<file path="config.mk">
export PLATFORM = sky130hd
export DESIGN_NAME = key_scanner
export DESIGN_NICKNAME = d
export VERILOG_FILES = /design/src/source/mmio_pkg.sv /design/src/source/key_scanner.sv
export SDC_FILE = /design/constraint.sdc
export NUM_CORES = 1
export LEC_CHECK = 0
export ABC_AREA = 1
export BUFFER_PORTS_ARGS = -buffer_cell sky130_fd_sc_hd__clkbuf_2
export CELL_PAD_IN_SITES_DETAIL_PLACEMENT = 0
export CELL_PAD_IN_SITES_GLOBAL_PLACEMENT = 2
export CORE_UTILIZATION = 12
export DETAILED_ROUTE_END_ITERATION = 6
export PLACE_DENSITY_LB_ADDON = 0.1
export SYNTH_ARGS = -nofsm -noshare
export SYNTH_HDL_FRONTEND = slang
export SYNTH_SLANG_ARGS = --single-unit
</file>
<file path="constraint.sdc">
create_clock -name clk -period 0.8 [get_ports clk]
set_input_delay 0.08 -clock clk [delete_from_list [all_inputs] [get_ports clk]]
set_output_delay 0.08 -clock clk [all_outputs]
set_load 0.01 [all_outputs]
</file>
<file path="src/source/mmio_pkg.sv">
package mmio_pkg;

	////////////////////
	// Bus widths and sizes
	////////////////////
	localparam int DATA_W     = 16;
	localparam int ADDR_W     = 14;
	localparam int RAM_WORDS  = 11264;
	localparam int PIX_DEPTH  = 8;
	localparam int PIX_PTR_W  = $clog2(PIX_DEPTH);
	localparam int PIX_CNT_W  = $clog2(PIX_DEPTH + 1);
	localparam int NUM_KEYS   = 6;
	localparam int MMIO_TAG_W = 11;
	localparam int MMIO_OFF_W = 3;

	// Key index, register offset is NUM_KEYS minus the index
	localparam int KEY_FORWARD  = 0;
	localparam int KEY_BACKWARD = 1;
	localparam int KEY_RIGHT    = 2;
	localparam int KEY_LEFT     = 3;
	localparam int KEY_SHOOT    = 4;
	localparam int KEY_ESCAPE   = 5;

	// Register offsets inside the MMIO block at 3FF8..3FFF
	localparam logic [MMIO_OFF_W-1:0] PIX_OFFSET = 3'd7;
	localparam logic [MMIO_OFF_W-1:0] LCD_OFFSET = 3'd0;
	localparam logic [MMIO_TAG_W-1:0] MMIO_TAG   = '1;

	// PS/2 set 2 make codes
	localparam logic [7:0] SC_W     = 8'h1D;
	localparam logic [7:0] SC_S     = 8'h1B;
	localparam logic [7:0] SC_D     = 8'h23;
	localparam logic [7:0] SC_A     = 8'h1C;
	localparam logic [7:0] SC_SPACE = 8'h29;
	localparam logic [7:0] SC_ESC   = 8'h76;
	localparam logic [7:0] SC_BREAK = 8'hF0;

	////////////////////
	// Address views and bus structs
	////////////////////
	typedef struct packed {
		logic [MMIO_TAG_W-1:0] tag;
		logic [MMIO_OFF_W-1:0] offset;
	} mmio_sel_s;

	// Same 14 bits seen as a RAM word or as an MMIO select
	typedef union packed {
		logic [ADDR_W-1:0] word;
		mmio_sel_s         sel;
	} mem_addr_u;

	typedef struct packed {
		mem_addr_u         addr;
		logic [DATA_W-1:0] wdata;
		logic              we;
		logic              pad;
	} cpu_req_s;

	typedef struct packed {
		logic [ADDR_W-1:0] addr;
		logic [DATA_W-1:0] data;
		logic              we;
	} ram_wr_s;

	typedef logic [DATA_W-1:0] key_count_t;

endpackage

</file>
<file path="src/source/key_scanner.sv">
`timescale 1ns/1ns

module key_scanner import mmio_pkg::*; (
	input  logic                clk,
	input  logic                arst_n,
	input  logic [7:0]          kbd_code,
	input  logic                kbd_strobe,
	output logic [NUM_KEYS-1:0] press
);

	// Set by F0, the next code is a release
	logic break_pend;

	////////////////////
	// Break prefix tracking
	////////////////////
	always_ff @(posedge clk or negedge arst_n) begin
		if (!arst_n) begin
			break_pend <= 1'b0;
		end else if (kbd_strobe) begin
			// Any code after the prefix consumes it, even another F0
			break_pend <= !break_pend && (kbd_code == SC_BREAK);
		end
	end

	////////////////////
	// Make code decode
	////////////////////
	always_comb begin
		press = '0;
		if (kbd_strobe && !break_pend) begin
			case (kbd_code)
				SC_W: begin
					press[KEY_FORWARD] = 1'b1;
				end
				SC_S: begin
					press[KEY_BACKWARD] = 1'b1;
				end
				SC_D: begin
					press[KEY_RIGHT] = 1'b1;
				end
				SC_A: begin
					press[KEY_LEFT] = 1'b1;
				end
				SC_SPACE: begin
					press[KEY_SHOOT] = 1'b1;
				end
				SC_ESC: begin
					press[KEY_ESCAPE] = 1'b1;
				end
				default: begin
					// unknown codes and the prefix itself
					press = '0;
				end
			endcase
		end
	end

endmodule

</file>
==> out/metrics.yaml <==
clock_tree:
  clock_latency_ps: 0
  clk_pin_slew_worst_paths_ps: 0
final_layout:
  n_antenna_cell: 0
  stdcell_area_sq_um: 406.6
  fin_util_pct: 23.55
  largest_reg_flops: 1
  fillers: 218
  drive_gt1_share_pct: 53.62
  seqCellArea_sq_um: 25.02
  reg_top3: "break_pend: 1 flops"
  nNetsFinal: 82
  multi_input_area_sq_um: 177.7
  regMostFlops: "break_pend"
  syn_to_final_growth_pct: 84.66
sta:
  rsz0062_at_grt: "true"
  fin_crit_sh_pct: 118.2
  tightest_slew_ps: 156.8
  setup_violations: 6
  clock_skew_ps: 0
  worst_slack_ps: -145.3
  hold_viol: 0
  max_slew_margin_pct: 89.51
  maxClockFrequency_mhz: 1058
  drv_slew: 0
  period_minus_slack_ps: 945.3
flow_run:
  cap_violations: 0
die:
  die_w_um: 44.84
  ios: 17
  num_rows: 15
  die_h_um: 44.84
  initial_core_util_pct: 12.75
  dieArea_sq_um: 2010
  coreArea_sq_um: 1727
placed_design:
  gp_congestion: 0.6958
  detailed_place_hpwl_um: 640.6
  port_buffers: 16
  placed_area_sq_um: 389.1
logic_synthesis:
  synth_area_leaders: "nor2_1, nand2_1, inv_1"
  synth_nets: 58
  synthCells: 47
  synth.distinct_cells: 10
  synth_area_sq_um: 220.2
  yosysTopAreaCell: "nor2_1"
  ys_ff_latch: 1
  synth_warnings: 0
  syn_avg_cell_area_sq_um: 4.685
  synth_common_cells: "nor2_1, nand2_1, inv_1, nand3_1"
  synth_edf_count: 0
  synthArstFlopShare_pct: 100.0
  synth_top_area_share_pct: 22.16
  synth.most_common_cell: "nor2_1"
  seq_area_frac_synth_pct: 11.36
  synthFlopType: "dfrtp_1"
routing:
  vias_per_cell: 3.468
  dr.pass1.iters: 4
  vias: 326
  ant_nets: 0
  drt_iter0_drc: 5
  drc: 0
  drt-total-wl_um: 701
  routedWlPerCell_um: 7.457
global_route:
  grt_first_pass_wirelength_mm: 1.090
  grt_pass1_vias: 277
  grt_overflow: 0
  top_usage_layer: "met2"
  grtUsageMet1_pct: 10.63
  antenna_found_initial: 0
  use_met3_pct: 0.8000
  gr-usage-met2_pct: 10.88
  grt_usage_pct: 6.894
  grt_max_degree: 5
critical_path:
  critPathKind: "flip-flop to output pin"
  r2r_slack_ps: 20
  end_kind: "output pin"
  path_buf_inv: 3
  slowest_stage: "dfrtp_1"
  crit_chain: "inv_2, nand2_1, inv_2, nand3_2, nor2_2, clkbuf_2"
  critical_path.startpoint_type: "flip-flop"
  worstPathMaxFanout: 3
  max_stage_delay_ps: 350
  cp_top_family: "flip-flops"
  crit_arrival_ps: 870
  crit_path_start: "break_pend"
  cp_data_required_time_ps: 720
  worstReg2RegStart: "break_pend"
  crit_top_cell: "inv_2"
status:
  violations: "setup timing"
  outcome: "finished with violations"
power_and_ir_drop:
  ir_drop_mv: 0.09644
  power.leakage_nw: 0.2213
  power_mw: 0.1702
  power.density_nw_per_um2: 418.6
min_path:
  holdCritPathClass: "input pin to flip-flop"
  min-delay-start: "kbd_strobe"
==> placed cells by master, fill, tap and decap left out, drive strengths merged <==
cell / count
nand3b: 1
nand3: 5
nor2: 16
dlygate4sd3: 1
buf: 8
or2: 1
inv: 12
nand4: 1
dfrtp: 1
nand2: 10
clkbuf: 13
==> timing repair <==
item                       in CTS  in global routing
pin swaps                       0                  1
gates resized for setup         2                  4
hold endpoints to repair        1                  0
hold buffers                    1                  0
setup endpoints to repair       6                  7
cloned                          0                  0
buffers inserted                0                  0
==> layout make-up <==
type / count / area share [%]
Sequential cell: 1 / 6.154
Inverter: 12 / 11.08
Multi-Input combinational cell: 34 / 43.69
Tap cell: 25 / 7.692
Timing Repair Buffer: 22 / 31.38
==> through the flow <==
step	worst slack [ps]	setup TNS, ps	instances	hold WS (ps)
2_1_floorplan	-33.56	-124.5	47	-215.6
3_3_place_gp	-184.3	-965.8	93	-143.9
3_5_place_dp	-171.1	-921.6	93	-144.2
4_1_cts	-152.4	-853.7	94	366.2
5_1_grt	-224.8	-1360	94	418.3
6_report	-145.3	-793.8	94	377.9
==> routing by layer <==
layer  wire (um)  vias to the layer above
met1         333                      134
met2         315                       10
met4           0                        0
li1            -                      182
met3          52                        0
met5           0                        -
==> worst paths after layout <==
check,endpoint,depth (start not counted)
setup reg to reg,break_pend,5
min in group asynchronous,break_pend,2
hold / removal,break_pend,3
max in group asynchronous,break_pend,2
hold reg to reg,break_pend,3
setup / recovery,press[4],6
==> report_power, final <==
part / internal, mW / switching [mW] / total (mW)
clock: 0 / 0 / 0
combinational: 0.0553 / 0.0631 / 0.118
sequential: 0.0517 / 0.0000801 / 0.0518
total: 0.107 / 0.0632 / 0.170
==> tightest hold or removal path: stages <==
cell	delay, ps
clkbuf_2	100
or2_1	100
nand2_1	40
==> kinds of logic (layout without fill, tap and decap cells) <==
kind of cell	after synthesis	after routing	share of synthesized area, %
buffers and inverters	12	34	20.45
AND/OR/NAND/NOR	34	34	68.19
flip-flops	1	1	11.36
No activity file was read; power rests on OpenSTA's default activity.
