<file path="config.mk">
export PLATFORM = sky130hd
export DESIGN_NAME = key_latch
export DESIGN_NICKNAME = d
export VERILOG_FILES = /design/src/source/mmio_pkg.sv /design/src/source/key_latch.sv
export SDC_FILE = /design/constraint.sdc
export NUM_CORES = 1
export LEC_CHECK = 0
export BUFFER_PORTS_ARGS = -buffer_cell sky130_fd_sc_hd__buf_4
export CAP_MARGIN = 30
export CORE_ASPECT_RATIO = 0.8
export CORE_MARGIN = 4
export CORE_UTILIZATION = 52
export DETAILED_ROUTE_END_ITERATION = 7
export GPL_TIMING_DRIVEN = 0
export PLACE_DENSITY = 0.86
export SLEW_MARGIN = 20
export SYNTH_ARGS = -nofsm -noshare
export SYNTH_HDL_FRONTEND = slang
export SYNTH_SLANG_ARGS = --single-unit
</file>
<file path="constraint.sdc">
create_clock -name clk -period 1.7 [get_ports clk]
set_input_delay 0 -clock clk [delete_from_list [all_inputs] [get_ports clk]]
set_output_delay 0 -clock clk [all_outputs]
set_load 0.01 [all_outputs]
</file>
<file path="src/source/mmio_pkg.sv">
package mmio_pkg;

	////////////////////
	// Bus widths and sizes
	////////////////////
	localparam int DATA_W     = 16;
	localparam int ADDR_W     = 14;
	localparam int RAM_WORDS  = 11264;
	localparam int PIX_DEPTH  = 8;
	localparam int PIX_PTR_W  = $clog2(PIX_DEPTH);
	localparam int PIX_CNT_W  = $clog2(PIX_DEPTH + 1);
	localparam int NUM_KEYS   = 6;
	localparam int MMIO_TAG_W = 11;
	localparam int MMIO_OFF_W = 3;

	// Key index, register offset is NUM_KEYS minus the index
	localparam int KEY_FORWARD  = 0;
	localparam int KEY_BACKWARD = 1;
	localparam int KEY_RIGHT    = 2;
	localparam int KEY_LEFT     = 3;
	localparam int KEY_SHOOT    = 4;
	localparam int KEY_ESCAPE   = 5;

	// Register offsets inside the MMIO block at 3FF8..3FFF
	localparam logic [MMIO_OFF_W-1:0] PIX_OFFSET = 3'd7;
	localparam logic [MMIO_OFF_W-1:0] LCD_OFFSET = 3'd0;
	localparam logic [MMIO_TAG_W-1:0] MMIO_TAG   = '1;

	// PS/2 set 2 make codes
	localparam logic [7:0] SC_W     = 8'h1D;
	localparam logic [7:0] SC_S     = 8'h1B;
	localparam logic [7:0] SC_D     = 8'h23;
	localparam logic [7:0] SC_A     = 8'h1C;
	localparam logic [7:0] SC_SPACE = 8'h29;
	localparam logic [7:0] SC_ESC   = 8'h76;
	localparam logic [7:0] SC_BREAK = 8'hF0;

	////////////////////
	// Address views and bus structs
	////////////////////
	typedef struct packed {
		logic [MMIO_TAG_W-1:0] tag;
		logic [MMIO_OFF_W-1:0] offset;
	} mmio_sel_s;

	// Same 14 bits seen as a RAM word or as an MMIO select
	typedef union packed {
		logic [ADDR_W-1:0] word;
		mmio_sel_s         sel;
	} mem_addr_u;

	typedef struct packed {
		mem_addr_u         addr;
		logic [DATA_W-1:0] wdata;
		logic              we;
		logic              pad;
	} cpu_req_s;

	typedef struct packed {
		logic [ADDR_W-1:0] addr;
		logic [DATA_W-1:0] data;
		logic              we;
	} ram_wr_s;

	typedef logic [DATA_W-1:0] key_count_t;

endpackage

</file>
<file path="src/source/key_latch.sv">
`timescale 1ns/1ns

module key_latch import mmio_pkg::*; (
	input  logic       clk,
	input  logic       arst_n,
	input  logic       press,
	input  logic       clear,
	output key_count_t count
);

	logic at_max;

	// Counter stops at all ones
	assign at_max = &count;

	always_ff @(posedge clk or negedge arst_n) begin
		if (!arst_n) begin
			count <= '0;
		end else if (clear) begin
			// CPU clear beats a press in the same cycle
			count <= '0;
		end else if (press && !at_max) begin
			count <= count + 1'b1;
		end
	end

endmodule

</file>
==> metrics.csv <==
stage,metric,value,unit
drt,drt-pass1-iter-count,4,
global_route,grt_overflow,0,
sta,holdWs,0.09330,ns
die,initial_utilization,55.98,%
sta,worst_slack,0.06377,ns
sta,slew_viol_final,0,
setup_path,cp_slowest_cell,dfrtp_1,
synthesis,synthTopCellsByArea,"dfrtp_1, a21oi_1, nor2_1, nand2_1, or3_1",
worst_hold_path,hold_class,in2async,
synthesis,ys_types,36,
setup_path,cp_cell_sequence,and4_1 > o211ai_1 > or4_1 > a21oi_1,
global_route,grt-busiest-layer,met2,
sta,worstMarginPinSlew,0.4439,ns
power,p_switching,155.8,uW
synthesis,yosys_warnings,0,
setup_path,cp-end-kind,flop,
setup_path,max_stage_delay,0.49,ns
synthesis,synth_top_area_share,43.54,%
sta,hold_viol,0,
setup_path,required,1.91,ns
drt,route.vias.total,882,
clocking,cts_root_buf,clkbuf_4,
drt,viasPerCell,6.041,
die,ios,20,
sta,fin_skew,0.01013,ns
clocking,cts_tree,done,
outcome,outcome,finished clean,
power,powerDensity,588.1,mW/mm2
global_route,grt_use_met2,30.42,%
synthesis,synth_seq_cells,16,
synthesis,yosysMostFrequentCell,dfrtp_1,
placement,placed_cells,135,
placement,gp_congestion,0.7742,
clocking,cts.clk_slew.worst_paths,0.10,ns
sta,slew-limit-headroom,70.41,%
synthesis,yosysSeqAreaShare,43.54,%
die,die_y,45.62,um
power,intPower,545.4,uW
cells_and_area,syn_to_final_growth,29.66,%
power,vdd_drop_max,0.5518,mV
global_route,grt_pass1_wl,3381,um
cells_and_area,largestRegisters,count (16),
synthesis,syn_nets,100,
placement,place_area,0.001082,mm2
die,dieArea,0.002510,mm2
setup_path,critPathTopFamily,simple AND/OR/NAND/NOR gates,
drt,drc_errors,0,
sta,setup_viol,0,
sta,fin_crit,1.636,ns
cells_and_area,largest_reg_flops,16,
setup_path,cp-start-kind,flop,
global_route,grt_max_degree,17,
drt,first_iter_violations,36,
global_route,grtUsageTotal,19.85,%
die,num_rows,13,
drt,wl_per_cell,15.62,um
global_route,antenna_found_initial,0,
clocking,cts.sinks,16,
synthesis,syn_area,919.6,um2
setup_path,crit_buf_inv,0,
synthesis,syn_avg_cell_area,9.680,um2
synthesis,synth_edf_count,0,
sta,post-route-period-util,96.25,%
power,leakagePower,0.5411,nW
power,power,701.2,uW
cells_and_area,antenna_cells,0,
flow_run,drv_cap,0,
global_route,use_met3,7.213,%
drt,routed_wl,2280,um
power,combPwrFrac,8.6,%
synthesis,synth_commonest_cells,"dfrtp_1, a21oi_1, nor2_1",
clocking,clockBufferDepth,2,
power,clkPwrFrac,35.8,%
setup_path,cp.arrival,1.84,ns
clocking,h-tree-depth,1,
placement,portBuffers,18,
die,die-width,55.02,um
synthesis,syn_inst,95,
clocking,clk_latency,0.29,ns
cells_and_area,largest-register,count,
global_route,first_global_vias,721,
power,pwr-share-seq,55.6,%
clocking,cts_buffers,3,
setup_path,crit_type,reg2reg,
cells_and_area,drive_gt1_share,34.68,%
placement,place_ws,-0.03093,ns
cells_and_area,final_nets,130,
synthesis,yosysTopAreaCell,dfrtp_1,
cells_and_area,stdcell_area,0.001192,mm2
placement,hpwlAfterDp,1625,um
synthesis,async_reset_ff_share,100.0,%
cells_and_area,final-instance-count-excl-fill,146,
drt,drtAntennaViolNets,0,
global_route,grt_util_met1,25.83,%
power,switching_share,22.22,%
die,core,0.001643,mm2
sta,clock.fmax,611.2,MHz
synthesis,synth-main-ff-cell,dfrtp_1,
setup_path,crit_path_max_fanout,7,
-- worst paths after layout --
path                                 startpoint                     to  slack, ns  depth (start not counted)
max                        count[8]$_DFFE_PN0P_  count[15]$_DFFE_PN0P_       0.06                          4
max reg2reg                count[8]$_DFFE_PN0P_  count[15]$_DFFE_PN0P_       0.06                          4
max in group asynchronous                arst_n   count[5]$_DFFE_PN0P_       1.41                          2
min in group clk                          press   count[2]$_DFFE_PN0P_       0.16                          4
min                                      arst_n   count[8]$_DFFE_PN0P_       0.09                          2
min reg2reg                count[5]$_DFFE_PN0P_   count[5]$_DFFE_PN0P_       0.55                          1
-- logic make-up after synthesis --
logic type	synth area share [%]
and+or+nand+nor	31.97
AOI/OAI and AO/OA	15.51
muxes	5.034
DFF	43.54
adders and majority gates	1.360
xor gates and xnor gates	0.9526
buffers and inverters	1.633
-- power by group through the flow --
stage / combinational (mW) / clock (mW) / sequential, mW
final: 0.0602 / 0.251 / 0.390
after global routing: 0.0672 / 0.274 / 0.391
after CTS: 0.0498 / 0.258 / 0.390
after detailed placement: 0.0478 / 0 / 0.398
after global placement: 0.0467 / 0 / 0.398
after floorplan: 0.0219 / 0 / 0.399
-- cells in the final DEF, fill, tap and decap left out, types with 2 or more instances in the layout --
cell type   n
o21ai_0     4
or3_1       4
and2_1      2
a31oi_1     3
nand2_1     7
a21oi_1     8
dfrtp_1    15
buf_4      24
nand3_1     4
or4_1       2
clkbuf_4    3
nor2b_1     2
o31ai_1     3
nor2_1      8
nand2b_1    3
mux2i_1     2
clkbuf_1    2
nor3_1      3
-- cell type report --
class | instances | area (um2)
multi-input cells | 75 | 521.8
fillers | 122 | 450.4
clock buffers | 4 | 36.28
well taps | 22 | 27.53
plain buffers | 2 | 7.507
flip-flops and latches | 16 | 401.6
repair buffers | 25 | 190.2
inverters | 2 | 7.507
-- metal layers --
layer  share of wire [%]  up-vias
li1                    -      411
met1                  41      430
met2                  51       35
met3                 6.4        6
met4                 1.6        0
met5                   0        -
-- stage by stage --
step	utilization (%)	TNS [ns]
2_1_floorplan	-	0
3_3_place_gp	65.88	0
3_5_place_dp	65.88	-0.03093
4_1_cts	69.00	0
5_1_grt	72.58	-0.007759
6_report	72.58	0
-- what timing repair did --
action / in CTS / in global routing
pin swaps: 0 / 2
gates cloned: 0 / 0
setup buffers: 0 / 6
hold buffers: 1 / 0
setup endpoints to repair: 1 / 5
endpoints found under the hold margin: 16 / 0
gates resized for setup: 1 / 5
Note: power is estimated with default switching activity, not from simulation.
