### config.mk
export PLATFORM = sky130hd
export DESIGN_NAME = pixel_queue
export DESIGN_NICKNAME = d
export VERILOG_FILES = /design/src/source/mmio_pkg.sv /design/src/source/pixel_queue.sv
export SDC_FILE = /design/constraint.sdc
export NUM_CORES = 1
export LEC_CHECK = 0
export ABC_CLOCK_PERIOD_IN_PS = 3950
export BUFFER_PORTS_ARGS = -buffer_cell sky130_fd_sc_hd__buf_2
export CORE_UTILIZATION = 54
export CTS_CLUSTER_SIZE = 16
export DETAILED_ROUTE_END_ITERATION = 6
export PLACE_DENSITY = 0.72
export SLEW_MARGIN = 10
export SYNTH_ARGS = -nofsm -noshare
export SYNTH_HDL_FRONTEND = slang
export SYNTH_SLANG_ARGS = --single-unit
### constraint.sdc
create_clock -name clk -period 3.95 [get_ports clk]
set_input_delay 0.79 -clock clk [delete_from_list [all_inputs] [get_ports clk]]
set_output_delay 0.79 -clock clk [all_outputs]
set_load 0.03 [all_outputs]
### src/source/mmio_pkg.sv
package mmio_pkg;

	////////////////////
	// Bus widths and sizes
	////////////////////
	localparam int DATA_W     = 16;
	localparam int ADDR_W     = 14;
	localparam int RAM_WORDS  = 11264;
	localparam int PIX_DEPTH  = 8;
	localparam int PIX_PTR_W  = $clog2(PIX_DEPTH);
	localparam int PIX_CNT_W  = $clog2(PIX_DEPTH + 1);
	localparam int NUM_KEYS   = 6;
	localparam int MMIO_TAG_W = 11;
	localparam int MMIO_OFF_W = 3;

	// Key index, register offset is NUM_KEYS minus the index
	localparam int KEY_FORWARD  = 0;
	localparam int KEY_BACKWARD = 1;
	localparam int KEY_RIGHT    = 2;
	localparam int KEY_LEFT     = 3;
	localparam int KEY_SHOOT    = 4;
	localparam int KEY_ESCAPE   = 5;

	// Register offsets inside the MMIO block at 3FF8..3FFF
	localparam logic [MMIO_OFF_W-1:0] PIX_OFFSET = 3'd7;
	localparam logic [MMIO_OFF_W-1:0] LCD_OFFSET = 3'd0;
	localparam logic [MMIO_TAG_W-1:0] MMIO_TAG   = '1;

	// PS/2 set 2 make codes
	localparam logic [7:0] SC_W     = 8'h1D;
	localparam logic [7:0] SC_S     = 8'h1B;
	localparam logic [7:0] SC_D     = 8'h23;
	localparam logic [7:0] SC_A     = 8'h1C;
	localparam logic [7:0] SC_SPACE = 8'h29;
	localparam logic [7:0] SC_ESC   = 8'h76;
	localparam logic [7:0] SC_BREAK = 8'hF0;

	////////////////////
	// Address views and bus structs
	////////////////////
	typedef struct packed {
		logic [MMIO_TAG_W-1:0] tag;
		logic [MMIO_OFF_W-1:0] offset;
	} mmio_sel_s;

	// Same 14 bits seen as a RAM word or as an MMIO select
	typedef union packed {
		logic [ADDR_W-1:0] word;
		mmio_sel_s         sel;
	} mem_addr_u;

	typedef struct packed {
		mem_addr_u         addr;
		logic [DATA_W-1:0] wdata;
		logic              we;
		logic              pad;
	} cpu_req_s;

	typedef struct packed {
		logic [ADDR_W-1:0] addr;
		logic [DATA_W-1:0] data;
		logic              we;
	} ram_wr_s;

	typedef logic [DATA_W-1:0] key_count_t;

endpackage

### src/source/pixel_queue.sv
`timescale 1ns/1ns

module pixel_queue import mmio_pkg::*; (
	input  logic              clk,
	input  logic              arst_n,
	input  logic              push,
	input  logic [DATA_W-1:0] wdata,
	input  logic              pop,
	output logic [DATA_W-1:0] rdata,
	output logic              full,
	output logic              empty
);

	logic [DATA_W-1:0]    mem [PIX_DEPTH];
	logic [PIX_PTR_W-1:0] wr_ptr;
	logic [PIX_PTR_W-1:0] rd_ptr;
	logic [PIX_CNT_W-1:0] used;
	logic                 push_ok;
	logic                 pop_ok;

	assign full    = (used == PIX_CNT_W'(PIX_DEPTH));
	assign empty   = (used == '0);
	assign push_ok = push && !full;
	assign pop_ok  = pop && !empty;

	// Head of the queue
	assign rdata = mem[rd_ptr];

	always_ff @(posedge clk) begin
		if (push_ok) begin
			mem[wr_ptr] <= wdata;
		end
	end

	////////////////////
	// Pointers and fill level
	////////////////////
	always_ff @(posedge clk or negedge arst_n) begin
		if (!arst_n) begin
			wr_ptr <= '0;
			rd_ptr <= '0;
			used   <= '0;
		end else begin
			if (push_ok) begin
				wr_ptr <= (wr_ptr == PIX_PTR_W'(PIX_DEPTH - 1)) ? '0 : wr_ptr + 1'b1;
			end
			if (pop_ok) begin
				rd_ptr <= (rd_ptr == PIX_PTR_W'(PIX_DEPTH - 1)) ? '0 : rd_ptr + 1'b1;
			end
			// Simultaneous push and pop leave the level alone
			if (push_ok && !pop_ok) begin
				used <= used + 1'b1;
			end else if (pop_ok && !push_ok) begin
				used <= used - 1'b1;
			end
		end
	end

endmodule

==> key figures <==
Clock tree
  • Hold_buf cts: 0
  • CTS buffer count: 17
  • Clk Latency, worst-skew pair: slightly above 500 ps
  • TritonCTS clock tree: done
  • Clock Pin Slew Worst Setup and Hold Paths: ~60 ps
  • Setup Buffers After CTS: 0
  • CTS resizes: 0
  • H-Tree Level Count: 4
  • CTS Root Cell: clkbuf_8
  • Clock Path Buffers: 2
  • Clock sink count: 138

Finish
  • Final net count: 337
  • Layout cells sized above 1: 36.96%
  • Final core occ: roughly 66%
  • Cell Count, Final, Fillers Out: 455
  • Area grow syn2layout: 17.63%
  • Antenna fix cells: 0
  • Fin area: about 6600 µm²

Global routing
  • GRT Max-Usage Layer: met2
  • Met1 GRT Util: approximately a quarter
  • Largest net degree at the start of global routing: 35
  • GR Util met2: 31.40%
  • Grt ovf: 0
  • Met3 Track Usage GR: 5.853%
  • Initial antenna violation count: 1
  • Vias in the first global route: roughly 2700
  • Overall routing resource usage: between 10% and 20%
  • First-pass GRT wire length: around 15000 µm

Pwr
  • IR Drop Worst-Case VDD: 0.4585 mV
  • Sequential Power Share: about two fifths
  • Clock Power Share: 29.4%
  • P_sw: 1677 µW
  • Internal: roughly 3500 µW
  • Share of power burned in combinational logic: 30.6%
  • Leak: ~0.0023 µW
  • Pwr dens: 785.2 nW/µm²
  • Sw frac: about a third

Timing
  • Slew headroom: 36.25%
  • Unrepaired setup endpoints after global routing: false
  • Final TNS setup: 0 ps
  • Fin crit share: between 80% and 90%
  • Final hold violation count: 0
  • Worst-Margin Slew: 956.3 ps
  • Max-slew violations: 0
  • Final Setup Violations: 0
  • Final min period: approximately 3300 ps
  • Final Skew: roughly 5.8 ps
  • FMAX: roughly 0.30 GHz

Yosys
  • Netlist cell types: 31
  • Synth warnings: 0
  • Mapped Area: about 5600 µm²
  • Top-area cell type share of the netlist area: between 60% and 70%
  • Synth area leader: edfxtp_1
  • Yosys reg bits: roughly 140
  • Syn Area/Cell: 22.19 µm²
  • Cell count after synthesis: about 250
  • Top cells by area, synth: edfxtp_1, mux4_1, dfrtp_1
  • Syn nets: 280
  • Sequential share of the synthesized area: 73.22%

Placement
  • HPWL Detailed: 5775 µm
  • Port Buffer Count: 37
  • Placed inst area: 6000 µm²
  • Cells after DPL: around 420
  • GP Congestion: 0.7501

Detailed routing
  • Final WL: between 9000 and 10000 µm
  • Initial drt markers: approximately 160
  • Routed Antenna Nets: 0
  • Drt wl/cell: between 20 and 25 µm
  • Via count: around 2600
  • 1st-pass router iterations: 6
  • Post-route DRC violation count: 0
  • Via density: 5.793

Floorplan
  • Initial Util: a little under three fifths
  • # rows: 36
  • Die Span Y: 103.8 µm
  • Top Ports: 38
  • Core Footprint: approximately 10000 µm²
  • Chip Width: between 100 and 150 µm
  • DIE AREA: between 10000 and 15000 µm²

Worst setup path
  • CP Class: reg -> out
  • CP startpoint kind: flip-flop
  • Critical path endpoint category: output port
  • Worst-path fanout max: 20
  • WP data arrival: around 2500 ps
  • Worst EP required: approximately 3200 ps
  • FF-to-FF path depth: 9

Worst hold path
  • Worst min path class: in -> async

Outcome
  • Status: finished clean

Flow run
  • Reported max-cap violation count: 0
-- through the flow --
stage / hold slack [ps] / setup slack (ps) / total power (µW)
final: 138.3 / 658.5 / 5165
after CTS: 119.9 / 603.7 / 5215
after global placement: 623.3 / 1154 / 3644
after detailed placement: 651.0 / 1081 / 3692
after floorplan: 494.4 / 1094 / 3257
after global routing: 138.4 / 539.9 / 5397
-- per-layer routing --
metal / vias up / wire [µm]
li1: 1186 / -
met1: 1379 / 4172
met2: 60 / 4971
met3: 9 / 365
met4: 2 / 78
met5: - / 17
-- cells in the mapped netlist --
cell / number
or4b_4: 1
mux4_2: 9
buf_6: 4
nor3_1: 6
nand2b_1: 3
nor2_1: 4
inv_1: 3
a21oi_1: 2
o41ai_4: 1
fa_1: 1
o21ai_0: 2
or4_1: 1
ha_1: 7
nand3_1: 3
edfxtp_1: 128
nor4_1: 2
buf_1: 1
mux2_2: 21
o211ai_1: 2
xnor2_1: 2
mux2i_1: 1
a2111o_1: 1
nand2_4: 1
mux4_1: 23
a21o_1: 1
buf_2: 2
nand3b_1: 1
clkbuf_1: 4
dfrtp_1: 10
or3_1: 1
nand2_1: 4
-- worst max-delay path, cell delays in order, from the launching register on --
cell and delay (ps):
dfrtp_2 690, buf_12 260, mux4_1 590, mux2_2 280, buf_2 180
-- layout by cell type, fill, tap and decap left out, types with 3 or more instances in the layout --
master | Yosys | routed
edfxtp_1 | 128 | 128
buf_2 | 2 | 37
mux4_1 | 23 | 23
mux2_2 | 21 | 21
clkbuf_16 | 0 | 16
buf_4 | 0 | 11
mux4_2 | 9 | 9
dfrtp_1 | 10 | 9
ha_1 | 7 | 7
inv_6 | 0 | 5
nand2_1 | 4 | 4
nor2_1 | 4 | 4
nor3_2 | 0 | 4
clkinvlp_4 | 0 | 4
inv_1 | 3 | 3
nand3_1 | 3 | 3
nand2b_1 | 3 | 3
clkinv_4 | 0 | 3
-- cells by family (layout without fill, tap and decap cells) --
family	after synthesis	after routing	synth area share, %
simple gates	27	27	2.730
compound gates	9	9	1.454
xor+xnor	2	2	0.3133
flops	138	138	73.22
fa+ha+maj	8	8	1.924
mux	54	54	18.84
buf+inv	14	84	1.521
-- path summary, 6_finish.rpt --
| path | start | endpoint | slack [ps] |
|---|---|---|---|
| setup reg to reg | used[0] | used[3] | 1060 |
| setup / recovery | rd_ptr[0] | rdata[5] | 660 |
| hold reg to reg | used[2] | used[2] | 670 |
| hold / removal | arst_n | used[0] | 140 |
| max in group asynchronous | arst_n | rd_ptr[0] | 3590 |
| min in group clk | wdata[7] | mem[3][7] | 540 |
-- sequential cells by signal (all words and copies together) (netlist names) --
signal / cells
rd_ptr: 3
wr_ptr: 3
mem: 128
used: 4
-- cell type report --
cell class / count / area, µm²
clock buffers: 17 / 414.1
clock inverters: 15 / 163.9
fillers: 643 / 3332
inverters: 3 / 11.26
multi-input cells: 100 / 1439
flip-flops and latches: 138 / 4095
well taps: 133 / 166.4
repair buffers: 49 / 287.8
-- power by group through the flow --
| stage | Sequential, µW | Combinational [µW] | Clock (µW) |
|---|---|---|---|
| 2_1_floorplan | 1980 | 1280 | 0 |
| 3_3_place_gp | 2090 | 1560 | 0 |
| 3_5_place_dp | 2100 | 1590 | 0 |
| 4_1_cts | 2070 | 1600 | 1540 |
| 5_1_grt | 2100 | 1690 | 1610 |
| 6_report | 2070 | 1580 | 1520 |
Note: power is estimated with default switching activity, not from simulation.
