**config.mk**
```make
export PLATFORM = sky130hd
export DESIGN_NAME = memory_controller
export DESIGN_NICKNAME = d
export VERILOG_FILES = /design/src/source/mmio_pkg.sv /design/src/source/memory_controller.sv
export SDC_FILE = /design/constraint.sdc
export NUM_CORES = 1
export LEC_CHECK = 0
export BUFFER_PORTS_ARGS = -buffer_cell sky130_fd_sc_hd__buf_2
export CORE_AREA = 2 2 94 96
export DETAILED_ROUTE_END_ITERATION = 6
export DIE_AREA = 0 0 96 98
export PLACE_DENSITY = 0.68
export SETUP_SLACK_MARGIN = 0.4
export SLEW_MARGIN = 10
export SYNTH_ARGS = -nofsm -noshare
export SYNTH_HDL_FRONTEND = slang
export SYNTH_SLANG_ARGS = --single-unit
```
**constraint.sdc**
```tcl
create_clock -name clk -period 3.4 [get_ports clk]
set_clock_uncertainty 0.2 [all_clocks]
set_input_delay 0.34 -clock clk [delete_from_list [all_inputs] [get_ports clk]]
set_output_delay 0.34 -clock clk [all_outputs]
set_load 0.01 [all_outputs]
```
**src/source/mmio_pkg.sv**
```systemverilog
package mmio_pkg;

	////////////////////
	// Bus widths and sizes
	////////////////////
	localparam int DATA_W     = 16;
	localparam int ADDR_W     = 14;
	localparam int RAM_WORDS  = 11264;
	localparam int PIX_DEPTH  = 8;
	localparam int PIX_PTR_W  = $clog2(PIX_DEPTH);
	localparam int PIX_CNT_W  = $clog2(PIX_DEPTH + 1);
	localparam int NUM_KEYS   = 6;
	localparam int MMIO_TAG_W = 11;
	localparam int MMIO_OFF_W = 3;

	// Key index, register offset is NUM_KEYS minus the index
	localparam int KEY_FORWARD  = 0;
	localparam int KEY_BACKWARD = 1;
	localparam int KEY_RIGHT    = 2;
	localparam int KEY_LEFT     = 3;
	localparam int KEY_SHOOT    = 4;
	localparam int KEY_ESCAPE   = 5;

	// Register offsets inside the MMIO block at 3FF8..3FFF
	localparam logic [MMIO_OFF_W-1:0] PIX_OFFSET = 3'd7;
	localparam logic [MMIO_OFF_W-1:0] LCD_OFFSET = 3'd0;
	localparam logic [MMIO_TAG_W-1:0] MMIO_TAG   = '1;

	// PS/2 set 2 make codes
	localparam logic [7:0] SC_W     = 8'h1D;
	localparam logic [7:0] SC_S     = 8'h1B;
	localparam logic [7:0] SC_D     = 8'h23;
	localparam logic [7:0] SC_A     = 8'h1C;
	localparam logic [7:0] SC_SPACE = 8'h29;
	localparam logic [7:0] SC_ESC   = 8'h76;
	localparam logic [7:0] SC_BREAK = 8'hF0;

	////////////////////
	// Address views and bus structs
	////////////////////
	typedef struct packed {
		logic [MMIO_TAG_W-1:0] tag;
		logic [MMIO_OFF_W-1:0] offset;
	} mmio_sel_s;

	// Same 14 bits seen as a RAM word or as an MMIO select
	typedef union packed {
		logic [ADDR_W-1:0] word;
		mmio_sel_s         sel;
	} mem_addr_u;

	typedef struct packed {
		mem_addr_u         addr;
		logic [DATA_W-1:0] wdata;
		logic              we;
		logic              pad;
	} cpu_req_s;

	typedef struct packed {
		logic [ADDR_W-1:0] addr;
		logic [DATA_W-1:0] data;
		logic              we;
	} ram_wr_s;

	typedef logic [DATA_W-1:0] key_count_t;

endpackage

```
**src/source/memory_controller.sv**
```systemverilog
`timescale 1ns/1ns

module memory_controller import mmio_pkg::*; (
	input  logic                      clk,
	input  logic                      arst_n,
	input  cpu_req_s                  cpu_req,
	output logic [DATA_W-1:0]         rd_data,
	output ram_wr_s                   ram_wr,
	output logic [ADDR_W-1:0]         ram_raddr,
	input  logic [DATA_W-1:0]         ram_rdata,
	output logic                      pix_push,
	output logic [DATA_W-1:0]         pix_wdata,
	input  logic                      pix_full,
	input  key_count_t [NUM_KEYS-1:0] key_count,
	output logic [NUM_KEYS-1:0]       key_clear,
	output logic [DATA_W-1:0]         lcd_data
);

	mem_addr_u           addr;
	logic                sel_ram;
	logic                sel_pix;
	logic                sel_lcd;
	logic [NUM_KEYS-1:0] sel_key;
	logic                wr_nonzero;

	assign addr       = cpu_req.addr;
	assign wr_nonzero = |cpu_req.wdata;

	////////////////////
	// Address decode
	////////////////////
	// RAM region first, then the register block at the top of the map
	always_comb begin
		sel_ram = 1'b0;
		sel_pix = 1'b0;
		sel_lcd = 1'b0;
		sel_key = '0;
		if (addr.word < ADDR_W'(RAM_WORDS)) begin
			sel_ram = 1'b1;
		end else if (addr.sel.tag == MMIO_TAG) begin
			if (addr.sel.offset == PIX_OFFSET) begin
				sel_pix = 1'b1;
			end else if (addr.sel.offset == LCD_OFFSET) begin
				sel_lcd = 1'b1;
			end else begin
				// Forward sits at offset 6, escape at offset 1
				for (int k = 0; k < NUM_KEYS; k++) begin
					if (addr.sel.offset == MMIO_OFF_W'(NUM_KEYS - k)) begin
						sel_key[k] = 1'b1;
					end
				end
			end
		end
	end

	////////////////////
	// Write steering
	////////////////////
	// Address and data go to every target, only the selected one is enabled
	assign ram_wr.addr = addr.word;
	assign ram_wr.data = cpu_req.wdata;
	assign ram_wr.we   = cpu_req.we && sel_ram;

	assign pix_push  = cpu_req.we && sel_pix;
	assign pix_wdata = cpu_req.wdata;

	// A zero write to a key leaves its count alone
	assign key_clear = sel_key & {NUM_KEYS{cpu_req.we && wr_nonzero}};

	// LCD register
	always_ff @(posedge clk or negedge arst_n) begin
		if (!arst_n) begin
			lcd_data <= '0;
		end else if (cpu_req.we && sel_lcd) begin
			lcd_data <= cpu_req.wdata;
		end
	end

	////////////////////
	// Read mux
	////////////////////
	assign ram_raddr = addr.word;

	// LCD and unmapped addresses read back as zero
	always_comb begin
		rd_data = '0;
		if (sel_ram) begin
			rd_data = ram_rdata;
		end else if (sel_pix) begin
			rd_data = {{(DATA_W - 1){1'b0}}, pix_full};
		end else begin
			for (int k = 0; k < NUM_KEYS; k++) begin
				if (sel_key[k]) begin
					rd_data = key_count[k];
				end
			end
		end
	end

endmodule

```
==> metrics <==
status completed; Root Driver clkbuf_8; Final Setup Violations 0; antenna violations before repair 0; routed wl met3 656 um; RSZ-0062 raised after global routing false; reg2reg start lcd_data[3]$_DFFE_PN0P_; CP Cell Sequence buf_2, nand2_1, nor4_1, buf_4, a211oi_1, o21ai_0, buf_2; die area 0.00941 mm^2; Yosys top cell by area buf_4; critical path's slowest cell buf_2; Sink Count 16; CP arrival 2.21 ns; first-pass GRT wire length 13,500 um; diode count 0; Port Buffers 245; placed wire-length estimate 7620 um; hold_ws 0.166 ns; WS Path Type input port to output pin; CP top delay family buffers and inverters; CP endpoint kind output pin; Post-Syn Instances 318; Clk network pwr share 0.254; worst setup path start cpu_req[18]; library cells used by synthesis 36; Post-Syn Area 0.00246 mm^2; syn_nets 465; period utilization 0.808; Top Ports 247; Initial DRC Count 88; NumNets Final 635; latest clock arrival within the worst-skew pair 0.25 ns; Routability Congestion 0.865; part of the power in registers 0.295; Metal-1 WL 3780 um; Biggest register lcd_data; CTS tree built; slew of the pin with the lowest slew margin 0.845 ns; critical path peak fanout 45; max incr delay on CP 0.56 ns; Core Box Area 0.00847 mm^2; grt total ovfl 0; hold wc startpoint cpu_req[13]; DR WL/cell 15.3 um; Setup Fix Bufs, Post-CTS 0; crit path time final 2.75 ns; Max-cap violations 0; Total GRT Usage 0.181; CP Launch Type input port; async set-reset flop share out of synthesis 1.00; internal cell power 432 uW; highest metal used met4; vias per cell 5.06; clk slew on worst S/H paths 0.06 ns; wire length on met2 4550 um; biggest regs lcd_data (16); Pins Over Slew Limit 0; CTS max path bufs 2; Max H-tree Level 1; syn_area_per_cell 7.75 um^2; Final Hold Fails 0; HP Class input port to flip-flop; Max Clk Rate 364 MHz; Sw Share 0.333; P_sw 216 uW; yosys warns 0; Leakage 1.80 nW; CTS Buf Count 3; via count 3,010; top-area cell type share of the netlist area 0.186; share of cells above drive strength 1 0.567; register bit count reported by yosys 16; post-route ant nets 0; main area contributors after synthesis buf_4 19%, dfrtp_1 16%, nand3b_1 6.4%; Setup TNS 0 ns; Initial Util 0.291; Resized cells post-CTS 0; Seq/Total Area, Yosys 0.163; Die Span Y 98 um; max FFs per register 16; CTS Hold Bufs 1; CP Data Required Time 2.86 ns; Power Dens Cells 192 mW/mm^2; crit path buf inv count 3; Worst path most repeated cell buf_2; ys flop type dfrtp_1; vias in the first global route 2,748; pin count of the biggest net entering global routing 46; most frequent cells in the layout 245 x buf_2, 25 x o21ai_0, 21 x nand3b_1; worst vdd ir 0.0000825 V; Residual DRC 0; Fill cells 904; drt total wl 9100 um; most common cell after layout, fill and taps aside buf_2; drt first pass iters 4; Comb pwr share 0.452; Max-slew headroom 0.437; area growth from synthesis to layout 37.2%; DIE WIDTH 96 um; FP Rows 34; Post-synth EDFFs 0
[routing by layer]
metal / track usage / up-vias
met1: 0.229 / 1382
met4: 0.0440 / 0
li1: - / 1447
met2: 0.322 / 170
met5: 0 / -
met3: 0.0185 / 11
[stage by stage]
stage,instance area [um^2],utilization,power [mW],cells,setup slack (ns)
finish,3380,0.399,0.648,595,0.654
global route,3380,0.399,0.692,595,0.473
detailed placement,3320,0.392,0.488,590,0.472
CTS,3380,0.399,0.657,595,0.660
global placement,3320,0.392,0.483,590,0.502
floorplan,2460,-,0.368,318,1.02
[kinds of logic after synthesis]
| family | Yosys count | synth area share |
|---|---|---|
| AOI/OAI and AO/OA | 98 | 0.279 |
| DFF | 16 | 0.163 |
| muxes | 17 | 0.0924 |
| and+or+nand+nor | 87 | 0.216 |
| buffers and inverters | 100 | 0.250 |
[Yosys cell counts, types with 2 or more instances]
| library cell | count |
|---|---|
| buf_4 | 61 |
| o21ai_0 | 25 |
| clkbuf_1 | 22 |
| nand3b_1 | 21 |
| dfrtp_1 | 16 |
| nor2b_1 | 16 |
| nand2_1 | 14 |
| a21oi_1 | 12 |
| inv_1 | 12 |
| a2111oi_0 | 10 |
| a211oi_1 | 10 |
| a21boi_0 | 10 |
| a311oi_1 | 10 |
| mux2_4 | 10 |
| nor3_1 | 9 |
| a21o_1 | 7 |
| nand2b_1 | 7 |
| a2bb2oi_1 | 6 |
| mux2_2 | 6 |
| o2111ai_1 | 6 |
| nor2_1 | 5 |
| nor4_1 | 5 |
| buf_2 | 3 |
| nand4_2 | 2 |
| or3_1 | 2 |
[final timing paths]
path	to	slack, ns	depth (start not counted)
hold / removal	lcd_data[11]$_DFFE_PN0P_	0.17	2
max in group asynchronous	lcd_data[5]$_DFFE_PN0P_	2.41	2
setup reg to reg	lcd_data[3]$_DFFE_PN0P_	2.44	1
setup / recovery	rd_data[0]	0.65	7
min in group asynchronous	lcd_data[12]$_DFFE_PN0P_	0.33	2
hold reg to reg	lcd_data[10]$_DFFE_PN0P_	0.30	1
[cell type report]
cell class              instances  area [um^2]  share of cell area
clock buffers                   4         55.1              0.0163
inverters                      12         45.0              0.0133
multi-input cells             202         1460               0.431
flip-flops and latches         16          400               0.118
well taps                     108          135              0.0400
repair buffers                253         1290               0.381
[power by group through the flow]
stage / sequential (mW) / combinational (mW) / clock (mW)
after detailed placement: 0.194 / 0.293 / 0
after global placement: 0.194 / 0.289 / 0
after floorplan: 0.194 / 0.174 / 0
after CTS: 0.191 / 0.296 / 0.171
after global routing: 0.191 / 0.325 / 0.177
final: 0.191 / 0.293 / 0.164
No activity file was read; power rests on OpenSTA's default activity.
